$ cat src/include/cpu_subsys_defs.svh
`ifndef CPU_SUBSYS_DEFS_SVH
`define CPU_SUBSYS_DEFS_SVH

// address phases that may run ahead of their data bursts
`define BURST_QUEUE_DEPTH 4

// write data bus width and its byte strobe
`define AXI_DATA_W 128
`define AXI_STRB_W 16

// fixed attributes of every write burst
`define AXI_BURST_INCR 2'b01
`define AXI_SIZE_16B 3'b100

`endif

$ cat src/hdl/cpu_subsys_pkg.sv
`include "cpu_subsys_defs.svh"

package cpu_subsys_pkg;

  // byte address on the system bus
  typedef logic [39:0] axi_addr_t;

  // transaction id, shared by aw and the derived AXI3 wid
  typedef logic [7:0] axi_id_t;

  // beats in a burst minus one
  typedef logic [7:0] axi_len_t;

  // one full-width write beat
  typedef logic [`AXI_DATA_W-1:0] axi_data_t;

  // per-command data seed, one 32-bit lane of beat 0
  typedef logic [31:0] seed_t;

endpackage

$ cat src/hdl/wr_cmd_port.sv
`timescale 1ns/1ps

module wr_cmd_port (
  input  logic                      pll_cpu_clk,
  input  logic                      pad_cpu_rst_b,
  input  logic                      cmd_req,
  input  cpu_subsys_pkg::axi_addr_t cmd_addr,
  input  cpu_subsys_pkg::axi_id_t   cmd_id,
  input  cpu_subsys_pkg::axi_len_t  cmd_len,
  input  cpu_subsys_pkg::seed_t     cmd_seed,
  output logic                      cmd_ack,
  output logic                      cmd_valid,
  input  logic                      cmd_ready,
  output cpu_subsys_pkg::axi_addr_t held_addr,
  output cpu_subsys_pkg::axi_id_t   held_id,
  output cpu_subsys_pkg::axi_len_t  held_len,
  output cpu_subsys_pkg::seed_t     held_seed
);

  typedef enum logic [1:0]
  {
    ST_IDLE,
    ST_OFFER,
    ST_ACKED
  } state_e;

  state_e state;
  state_e state_nxt;
  logic   capture;

  // a fresh request is only taken while idle, so ack is already low here
  assign capture = (state == ST_IDLE) && cmd_req;

  always_comb
  begin
    state_nxt = state;
    case (state)
      ST_IDLE:
      begin
        if (cmd_req)
          state_nxt = ST_OFFER;
      end
      ST_OFFER:
      begin
        if (cmd_ready)
          state_nxt = ST_ACKED; // engine took the command this cycle
      end
      ST_ACKED:
      begin
        if (!cmd_req)
          state_nxt = ST_IDLE; // requester has closed the handshake
      end
      default:
      begin
        state_nxt = ST_IDLE;
      end
    endcase
  end

  always_ff @(posedge pll_cpu_clk or negedge pad_cpu_rst_b)
  begin
    if (!pad_cpu_rst_b)
      state <= ST_IDLE;
    else
      state <= state_nxt;
  end

  // request fields are stable while req is high, one sample is enough
  always_ff @(posedge pll_cpu_clk)
  begin
    if (capture)
    begin
      held_addr <= cmd_addr;
      held_id   <= cmd_id;
      held_len  <= cmd_len;
      held_seed <= cmd_seed;
    end
  end

  assign cmd_valid = (state == ST_OFFER);
  assign cmd_ack   = (state == ST_ACKED); // stays up until req is seen low

endmodule

$ cat src/hdl/axi_wr_engine.sv
`timescale 1ns/1ps
`include "cpu_subsys_defs.svh"

module axi_wr_engine (
  input  logic                      pll_cpu_clk,
  input  logic                      pad_cpu_rst_b,
  input  logic                      cmd_valid,
  output logic                      cmd_ready,
  input  cpu_subsys_pkg::axi_addr_t held_addr,
  input  cpu_subsys_pkg::axi_id_t   held_id,
  input  cpu_subsys_pkg::axi_len_t  held_len,
  input  cpu_subsys_pkg::seed_t     held_seed,
  output cpu_subsys_pkg::axi_addr_t biu_pad_awaddr,
  output cpu_subsys_pkg::axi_id_t   biu_pad_awid,
  output cpu_subsys_pkg::axi_len_t  biu_pad_awlen,
  output logic [1:0]                biu_pad_awburst,
  output logic [2:0]                biu_pad_awsize,
  output logic                      biu_pad_awvalid,
  input  logic                      pad_biu_awready,
  output cpu_subsys_pkg::axi_data_t biu_pad_wdata,
  output logic [`AXI_STRB_W-1:0]    biu_pad_wstrb,
  output logic                      biu_pad_wlast,
  output logic                      biu_pad_wvalid,
  input  logic                      pad_biu_wready,
  output logic                      biu_pad_bready
);

  import cpu_subsys_pkg::*;

  localparam int DEPTH = `BURST_QUEUE_DEPTH;
  localparam int PTR_W = (DEPTH > 1) ? $clog2(DEPTH) : 1;
  localparam int CNT_W = $clog2(DEPTH + 1);

  axi_len_t         len_q  [DEPTH];
  seed_t            seed_q [DEPTH];
  logic [PTR_W-1:0] wr_ptr;
  logic [PTR_W-1:0] rd_ptr;
  logic [CNT_W-1:0] q_count;
  axi_len_t         beat_cnt;
  axi_len_t         next_beat;
  axi_len_t         head_len;
  seed_t            head_seed;
  logic             push;
  logic             pop;
  logic             w_hs;
  logic             head_ready;
  logic             w_start;
  logic             load_beat;

  // beat k carries seed + k in every 32-bit lane
  function automatic axi_data_t beat_data(seed_t seed, axi_len_t k);
    seed_t word;
    word = seed + seed_t'(k);
    return {(`AXI_DATA_W / 32){word}};
  endfunction

  // a new address may replace the current one only once it has handshaken
  assign cmd_ready = (q_count != CNT_W'(DEPTH)) && (!biu_pad_awvalid || pad_biu_awready);
  assign push      = cmd_valid && cmd_ready;

  assign w_hs = biu_pad_wvalid && pad_biu_wready;
  assign pop  = w_hs && biu_pad_wlast;

  assign head_len  = len_q[rd_ptr];
  assign head_seed = seed_q[rd_ptr];

  // Only the newest entry can still be waiting for its address handshake,
  // so the head is clear once there is an older entry or aw has gone idle
  assign head_ready = (q_count > CNT_W'(1)) || ((q_count == CNT_W'(1)) && !biu_pad_awvalid);

  assign w_start   = !biu_pad_wvalid && head_ready;
  assign load_beat = w_start || (w_hs && !biu_pad_wlast);
  assign next_beat = w_start ? '0 : axi_len_t'(beat_cnt + 1'b1);

  always_ff @(posedge pll_cpu_clk)
  begin
    if (push)
    begin
      len_q[wr_ptr]  <= held_len;
      seed_q[wr_ptr] <= held_seed;
    end
  end

  always_ff @(posedge pll_cpu_clk or negedge pad_cpu_rst_b)
  begin
    if (!pad_cpu_rst_b)
    begin
      wr_ptr  <= '0;
      rd_ptr  <= '0;
      q_count <= '0;
    end
    else
    begin
      if (push)
        wr_ptr <= (wr_ptr == PTR_W'(DEPTH - 1)) ? '0 : wr_ptr + 1'b1;
      if (pop)
        rd_ptr <= (rd_ptr == PTR_W'(DEPTH - 1)) ? '0 : rd_ptr + 1'b1;
      q_count <= q_count + CNT_W'(push) - CNT_W'(pop); // push and pop may coincide
    end
  end

  always_ff @(posedge pll_cpu_clk)
  begin
    if (push)
    begin
      biu_pad_awaddr <= held_addr;
      biu_pad_awid   <= held_id;
      biu_pad_awlen  <= held_len;
    end
  end

  always_ff @(posedge pll_cpu_clk or negedge pad_cpu_rst_b)
  begin
    if (!pad_cpu_rst_b)
      biu_pad_awvalid <= 1'b0;
    else if (push)
      biu_pad_awvalid <= 1'b1;
    else if (pad_biu_awready)
      biu_pad_awvalid <= 1'b0; // address accepted by the slave
  end

  assign biu_pad_awburst = `AXI_BURST_INCR;
  assign biu_pad_awsize  = `AXI_SIZE_16B;

  always_ff @(posedge pll_cpu_clk or negedge pad_cpu_rst_b)
  begin
    if (!pad_cpu_rst_b)
    begin
      biu_pad_wvalid <= 1'b0;
      biu_pad_wlast  <= 1'b0;
      beat_cnt       <= '0;
    end
    else if (load_beat)
    begin
      biu_pad_wvalid <= 1'b1;
      biu_pad_wlast  <= (next_beat == head_len);
      beat_cnt       <= next_beat;
    end
    else if (pop)
    begin
      biu_pad_wvalid <= 1'b0; // one idle cycle before the next burst
      biu_pad_wlast  <= 1'b0;
    end
  end

  always_ff @(posedge pll_cpu_clk)
  begin
    if (load_beat)
      biu_pad_wdata <= beat_data(head_seed, next_beat);
  end

  assign biu_pad_wstrb = '1;

  // responses are simply drained once out of reset
  always_ff @(posedge pll_cpu_clk or negedge pad_cpu_rst_b)
  begin
    if (!pad_cpu_rst_b)
      biu_pad_bready <= 1'b0;
    else
      biu_pad_bready <= 1'b1;
  end

endmodule

$ cat src/hdl/wid_for_axi4.sv
`timescale 1ns/1ps
`include "cpu_subsys_defs.svh"

module wid_for_axi4 (
  input  logic                    pll_cpu_clk,
  input  logic                    pad_cpu_rst_b,
  input  cpu_subsys_pkg::axi_id_t biu_pad_awid,
  input  logic                    biu_pad_awvalid,
  input  logic                    pad_biu_awready,
  input  logic                    biu_pad_wvalid,
  input  logic                    pad_biu_wready,
  input  logic                    biu_pad_wlast,
  output cpu_subsys_pkg::axi_id_t biu_pad_wid
);

  import cpu_subsys_pkg::*;

  localparam int DEPTH = `BURST_QUEUE_DEPTH;
  localparam int PTR_W = (DEPTH > 1) ? $clog2(DEPTH) : 1;
  localparam int CNT_W = $clog2(DEPTH + 1);

  axi_id_t          id_q [DEPTH];
  logic [PTR_W-1:0] wr_ptr;
  logic [PTR_W-1:0] rd_ptr;
  logic [CNT_W-1:0] id_count;
  logic             push;
  logic             pop;

  // ids enter in address order and leave as each burst's last beat passes
  assign push = biu_pad_awvalid && pad_biu_awready;
  assign pop  = biu_pad_wvalid && pad_biu_wready && biu_pad_wlast;

  always_ff @(posedge pll_cpu_clk)
  begin
    if (push)
      id_q[wr_ptr] <= biu_pad_awid;
  end

  always_ff @(posedge pll_cpu_clk or negedge pad_cpu_rst_b)
  begin
    if (!pad_cpu_rst_b)
    begin
      wr_ptr   <= '0;
      rd_ptr   <= '0;
      id_count <= '0;
    end
    else
    begin
      if (push)
        wr_ptr <= (wr_ptr == PTR_W'(DEPTH - 1)) ? '0 : wr_ptr + 1'b1;
      if (pop)
        rd_ptr <= (rd_ptr == PTR_W'(DEPTH - 1)) ? '0 : rd_ptr + 1'b1;
      if (push && !pop)
        id_count <= id_count + 1'b1;
      else if (pop && !push)
        id_count <= id_count - 1'b1; // simultaneous push and pop leave it unchanged
    end
  end

  // An empty queue has nothing meaningful to show, so hold wid at zero
  // rather than exposing a stale slot
  assign biu_pad_wid = (id_count != '0) ? id_q[rd_ptr] : '0;

endmodule

$ cat src/hdl/cpu_subsystem.sv
`timescale 1ns/1ps
`include "cpu_subsys_defs.svh"

module cpu_subsystem (
  input  logic                      pll_cpu_clk,
  input  logic                      pad_cpu_rst_b,
  input  logic                      cmd_req,
  output logic                      cmd_ack,
  input  cpu_subsys_pkg::axi_addr_t cmd_addr,
  input  cpu_subsys_pkg::axi_id_t   cmd_id,
  input  cpu_subsys_pkg::axi_len_t  cmd_len,
  input  cpu_subsys_pkg::seed_t     cmd_seed,
  output cpu_subsys_pkg::axi_addr_t biu_pad_awaddr,
  output cpu_subsys_pkg::axi_id_t   biu_pad_awid,
  output cpu_subsys_pkg::axi_len_t  biu_pad_awlen,
  output logic [1:0]                biu_pad_awburst,
  output logic [2:0]                biu_pad_awsize,
  output logic                      biu_pad_awvalid,
  input  logic                      pad_biu_awready,
  output cpu_subsys_pkg::axi_data_t biu_pad_wdata,
  output logic [`AXI_STRB_W-1:0]    biu_pad_wstrb,
  output logic                      biu_pad_wlast,
  output logic                      biu_pad_wvalid,
  input  logic                      pad_biu_wready,
  output logic                      biu_pad_bready,
  output cpu_subsys_pkg::axi_id_t   biu_pad_wid
);

  import cpu_subsys_pkg::*;

  logic      cmd_valid;
  logic      cmd_ready;
  axi_addr_t held_addr;
  axi_id_t   held_id;
  axi_len_t  held_len;
  seed_t     held_seed;

  // stands in for the core's bus interface unit
  wr_cmd_port wr_cmd_port_i (
    .pll_cpu_clk   (pll_cpu_clk),
    .pad_cpu_rst_b (pad_cpu_rst_b),
    .cmd_req       (cmd_req),
    .cmd_addr      (cmd_addr),
    .cmd_id        (cmd_id),
    .cmd_len       (cmd_len),
    .cmd_seed      (cmd_seed),
    .cmd_ack       (cmd_ack),
    .cmd_valid     (cmd_valid),
    .cmd_ready     (cmd_ready),
    .held_addr     (held_addr),
    .held_id       (held_id),
    .held_len      (held_len),
    .held_seed     (held_seed)
  );

  axi_wr_engine axi_wr_engine_i (
    .pll_cpu_clk     (pll_cpu_clk),
    .pad_cpu_rst_b   (pad_cpu_rst_b),
    .cmd_valid       (cmd_valid),
    .cmd_ready       (cmd_ready),
    .held_addr       (held_addr),
    .held_id         (held_id),
    .held_len        (held_len),
    .held_seed       (held_seed),
    .biu_pad_awaddr  (biu_pad_awaddr),
    .biu_pad_awid    (biu_pad_awid),
    .biu_pad_awlen   (biu_pad_awlen),
    .biu_pad_awburst (biu_pad_awburst),
    .biu_pad_awsize  (biu_pad_awsize),
    .biu_pad_awvalid (biu_pad_awvalid),
    .pad_biu_awready (pad_biu_awready),
    .biu_pad_wdata   (biu_pad_wdata),
    .biu_pad_wstrb   (biu_pad_wstrb),
    .biu_pad_wlast   (biu_pad_wlast),
    .biu_pad_wvalid  (biu_pad_wvalid),
    .pad_biu_wready  (pad_biu_wready),
    .biu_pad_bready  (biu_pad_bready)
  );

  // derives the AXI3 wid from the AXI4-style write traffic on the pins
  wid_for_axi4 wid_for_axi4_i (
    .pll_cpu_clk     (pll_cpu_clk),
    .pad_cpu_rst_b   (pad_cpu_rst_b),
    .biu_pad_awid    (biu_pad_awid),
    .biu_pad_awvalid (biu_pad_awvalid),
    .pad_biu_awready (pad_biu_awready),
    .biu_pad_wvalid  (biu_pad_wvalid),
    .pad_biu_wready  (pad_biu_wready),
    .biu_pad_wlast   (biu_pad_wlast),
    .biu_pad_wid     (biu_pad_wid)
  );

endmodule

$ cat config.mk
export PLATFORM = sky130hd
export DESIGN_NAME = cpu_subsystem
export DESIGN_NICKNAME = d
export VERILOG_FILES = /design/src/hdl/cpu_subsys_pkg.sv /design/src/hdl/wr_cmd_port.sv /design/src/hdl/axi_wr_engine.sv /design/src/hdl/wid_for_axi4.sv /design/src/hdl/cpu_subsystem.sv
export VERILOG_INCLUDE_DIRS = /design/src /design/src/include
export SDC_FILE = /design/constraint.sdc
export NUM_CORES = 1
export LEC_CHECK = 0
export ABC_AREA = 0
export BUFFER_PORTS_ARGS = -buffer_cell sky130_fd_sc_hd__buf_2
export CAP_MARGIN = 20
export CORE_MARGIN = 4
export CORE_UTILIZATION = 55
export CTS_BUF_LIST = sky130_fd_sc_hd__clkbuf_16
export CTS_CLUSTER_DIAMETER = 100
export DETAILED_ROUTE_END_ITERATION = 7
export HOLD_SLACK_MARGIN = 0.12
export PLACE_DENSITY = 0.77
export SYNTH_ARGS = -nofsm -noshare
export SYNTH_HDL_FRONTEND = slang
export SYNTH_SLANG_ARGS = --single-unit
$ cat constraint.sdc
create_clock -name pll_cpu_clk -period 10.96 [get_ports pll_cpu_clk]
set_input_delay 0.548 -clock pll_cpu_clk [delete_from_list [all_inputs] [get_ports pll_cpu_clk]]
set_output_delay 0.548 -clock pll_cpu_clk [all_outputs]
set_load 0.01 [all_outputs]
==> impl_metrics.py <==
metrics = {
    "global_route": {
        "grt_max_degree": 56,
        "grt_pass1_wl_um": 42990,
        "grt_pass1_vias": 7720,
        "grt.total_usage": 0.1762,
        "grt_overflow": 0,
        "antenna_found_initial": 1,
    },
    "placed_design": {
        "numPortBuffers": 289,
        "placedCellCount": 1418,
        "dp_hpwl_um": 18250,
        "gp_congestion": 0.8010,
    },
    "timing": {
        "relSlewSlack": 0.3391,
        "rsz0062_at_grt": "no",
        "finalSetupTns_ns": 0,
        "fin_crit_sh": 0.3406,
        "finalCriticalPeriod_ns": 3.733,
        "final_max_slew_viol_count": 0,
        "fmax_mhz": 267.9,
        "tightestPinTransition_ns": 0.9838,
        "holdWs_ns": 0.2066,
        "hold_viol_final": 0,
        "setup_viol": 0,
        "skew_ns": 0.01046,
    },
    "final_layout": {
        "fillerInstances": 1932,
        "nNetsFinal": 1201,
        "layout-drive-gt1-share": 0.3660,
        "area_growth_pct": 15.07,
        "post-route-util": 0.6472,
        "diodes": 0,
        "final_cells": 1490,
    },
    "power": {
        "leakage_nw": 6.891,
        "power-per-cell-area_nw_per_um2": 263.8,
        "ir_drop_v": 0.0002061,
        "power.total_w": 0.004796,
    },
    "routing": {
        "drc": 0,
        "drt_iter0_drc": 540,
        "drt_pre_antenna_iters": 5,
        "num_vias": 7654,
        "routed_via_density": 5.137,
        "ant_nets": 0,
        "wl_per_cell_um": 18.78,
        "routed_wl_um": 27980,
    },
    "logic_synthesis": {
        "synthesis.area_um2": 15800,
        "yosysSeqAreaShare": 0.7439,
        "synth_top_area_cell": "edfxtp_1",
        "yosysWarnings": 0,
        "ys_seq_elements": 396,
        "synth_top_flop_cell": "edfxtp_1",
        "syn-instance-count": 849,
        "synth-edff-count": 368,
        "synth.avg_cell_area_um2": 18.61,
        "synthTopCellsByArea": "edfxtp_1 (70%), buf_4 (5.7%), dfrtp_1 (4.4%)",
        "synth-async-reset-ratio": 0.07071,
        "synth.top_cell.area_share": 0.6996,
        "yosysUniqueCellTypes": 52,
    },
    "floorplan": {
        "ios": 311,
        "dieArea_um2": 31500,
        "dieWidth_um": 177.5,
        "row_count": 61,
        "start_util": 0.5624,
        "coreArea_um2": 28090,
        "die_h_um": 177.5,
    },
    "clock_network": {
        "cts_tree": "built",
        "clock_latency_ns": 0.51,
        "clock-root-buffer": "clkbuf_16",
        "post_cts_resize_count": 0,
        "cts_sinks": 396,
        "cts_made_buffers": 39,
        "path_clk_slew_ns": 0.06,
        "cts_buffer_depth": 3,
        "htree_levels": 2,
    },
    "worst_setup_path": {
        "crit_path_end_kind": "flip-flop",
        "slowest_delay_ns": 0.63,
        "startpoint_type": "flip-flop",
        "critPathMaxFanout": 43,
        "cp.required_ns": 11.21,
        "cp_slowest_cell": "a211oi_1",
        "path_class": "flip-flop to flip-flop",
        "crit_arrival_ns": 3.98,
        "worstPathCellList": "buf_4 > mux4_2 > ha_1 > nor2b_1 > o21ai_0 > a211oi_1 > o211ai_2 > nor4_2 > xor2_1",
        "critical_path_buf_inv_count": 1,
        "critPathTopFamily": "compound AO/OA/AOI/OAI gates",
    },
    "worst_hold_path": {
        "hp-class": "input port to flip-flop",
    },
    "job": {
        "drv_cap": 0,
    },
    "outcome": {
        "run_status": "finished clean",
    },
}
[sequential cells by signal, summed over array words and instances (netlist names), 3 cells and up]
register,cells
axi_wr_engine_i.biu_pad_awlen,8
wr_cmd_port_i.held_seed,32
wid_for_axi4_i.id_count,3
axi_wr_engine_i.biu_pad_awaddr,40
axi_wr_engine_i.biu_pad_wdata,32
wr_cmd_port_i.held_id,8
axi_wr_engine_i.q_count,3
axi_wr_engine_i.biu_pad_awid,8
axi_wr_engine_i.beat_cnt,8
axi_wr_engine_i.seed_q,128
axi_wr_engine_i.len_q,32
wid_for_axi4_i.id_q,32
wr_cmd_port_i.held_len,8
wr_cmd_port_i.held_addr,40
[worst paths after layout]
kind | startpoint | end | slack [ns] | cells past startpoint
max in group asynchronous | pad_cpu_rst_b | axi_wr_engine_i.rd_ptr[0] | 9.89 | 2
max reg2reg | axi_wr_engine_i.rd_ptr[0] | axi_wr_engine_i.biu_pad_wdata[124] | 7.23 | 9
min in group asynchronous | pad_cpu_rst_b | axi_wr_engine_i.wr_ptr[0] | 0.60 | 2
max | axi_wr_engine_i.rd_ptr[0] | axi_wr_engine_i.biu_pad_wdata[124] | 7.23 | 9
min reg2reg | wr_cmd_port_i.held_addr[18] | axi_wr_engine_i.biu_pad_awaddr[18] | 0.41 | 0
min | cmd_id[2] | wr_cmd_port_i.held_id[2] | 0.21 | 1
[worst reg2reg max path, cell delays in order, from the launching register on]
cell and delay (ns):
dfrtp_2 0.33, buf_4 0.60, mux4_2 0.62, ha_1 0.36, nor2b_1 0.14, o21ai_0 0.13
a211oi_1 0.63, o211ai_2 0.31, nor4_2 0.26, xor2_1 0.10
[cell usage after synthesis (3+ instances only)]
master / number
a21o_1: 7
a21oi_1: 11
and2_1: 7
and3_1: 5
buf_2: 3
buf_4: 119
dfrtp_1: 28
edfxtp_1: 368
fa_1: 3
ha_1: 23
inv_1: 24
mux2_2: 5
mux4_1: 20
mux4_2: 28
nand2_1: 30
nand2b_1: 3
nand3_1: 7
nor2_1: 28
nor2b_1: 14
nor3_1: 10
nor3b_1: 3
o211ai_1: 3
o21ai_0: 15
or2_2: 4
or3_1: 4
xnor2_1: 21
xor2_1: 24
[where the power goes]
part	internal [W]	leakage, nW	switching, W	total (W)
logic	0.000495	2.50	0.000729	0.00122
registers	0.00211	3.74	0.000170	0.00228
clock network	0.000768	0.654	0.000525	0.00129
total	0.00337	6.89	0.00142	0.00480
[per-stage QoR]
step / area, um^2 / worst slack (ns)
after floorplan: 15870 / 3.357
after global placement: 16910 / 7.291
after detailed placement: 16910 / 7.222
after CTS: 18180 / 7.189
after global routing: 18180 / 6.897
final: 18180 / 7.227
[layer usage]
layer | up-vias | global-route usage | wire length [um]
met5 | - | 0 | 13
met4 | 2 | 0.03996 | 471
met3 | 38 | 0.04133 | 2096
met2 | 281 | 0.3001 | 14230
met1 | 3779 | 0.2342 | 11160
li1 | 3554 | - | -
[cell families (layout without fill, tap and decap cells)]
group	count (synthesis)	count (layout)	synth area share
fa+ha+maj	26	26	0.02202
other cells	2	22	0.0004754
mux	53	53	0.07675
xor+xnor	46	46	0.02638
flops	396	396	0.7439
simple gates	123	123	0.04071
compound gates	50	50	0.02186
buf+inv	153	396	0.06788
[timing repair]
item | 4_1_cts | 5_1_grt
hold endpoints to repair | 28 | 0
hold buffers | 1 | 0
setup buffers | 0 | 0
[layout by cell type (no fill, tap or decap), drive strengths merged, types with 4 or more instances in the layout]
cell / instances
edfxtp: 368
buf: 300
mux4: 48
clkbuf: 39
inv: 35
nand2: 30
nor2: 28
dfrtp: 28
xor2: 24
ha: 23
conb: 22
xnor2: 21
clkinv: 16
o21ai: 15
nor2b: 14
a21oi: 11
nor3: 10
nand3: 7
a21o: 7
and2: 7
and3: 5
mux2: 5
bufinv: 5
o211ai: 5
or2: 4
or3: 4
[area by class of cell]
type                       count  area (um^2)  area share
timing repair buffer         301         1539     0.08466
tap                          378        473.0     0.02602
clock buffer                  39        975.9     0.05369
sequential                   396        11750      0.6465
inverter                      24        90.09    0.004956
clock inverter                32        281.5     0.01549
multi-input combinational    320         3065      0.1686
Power figures use the tool's default switching activity.
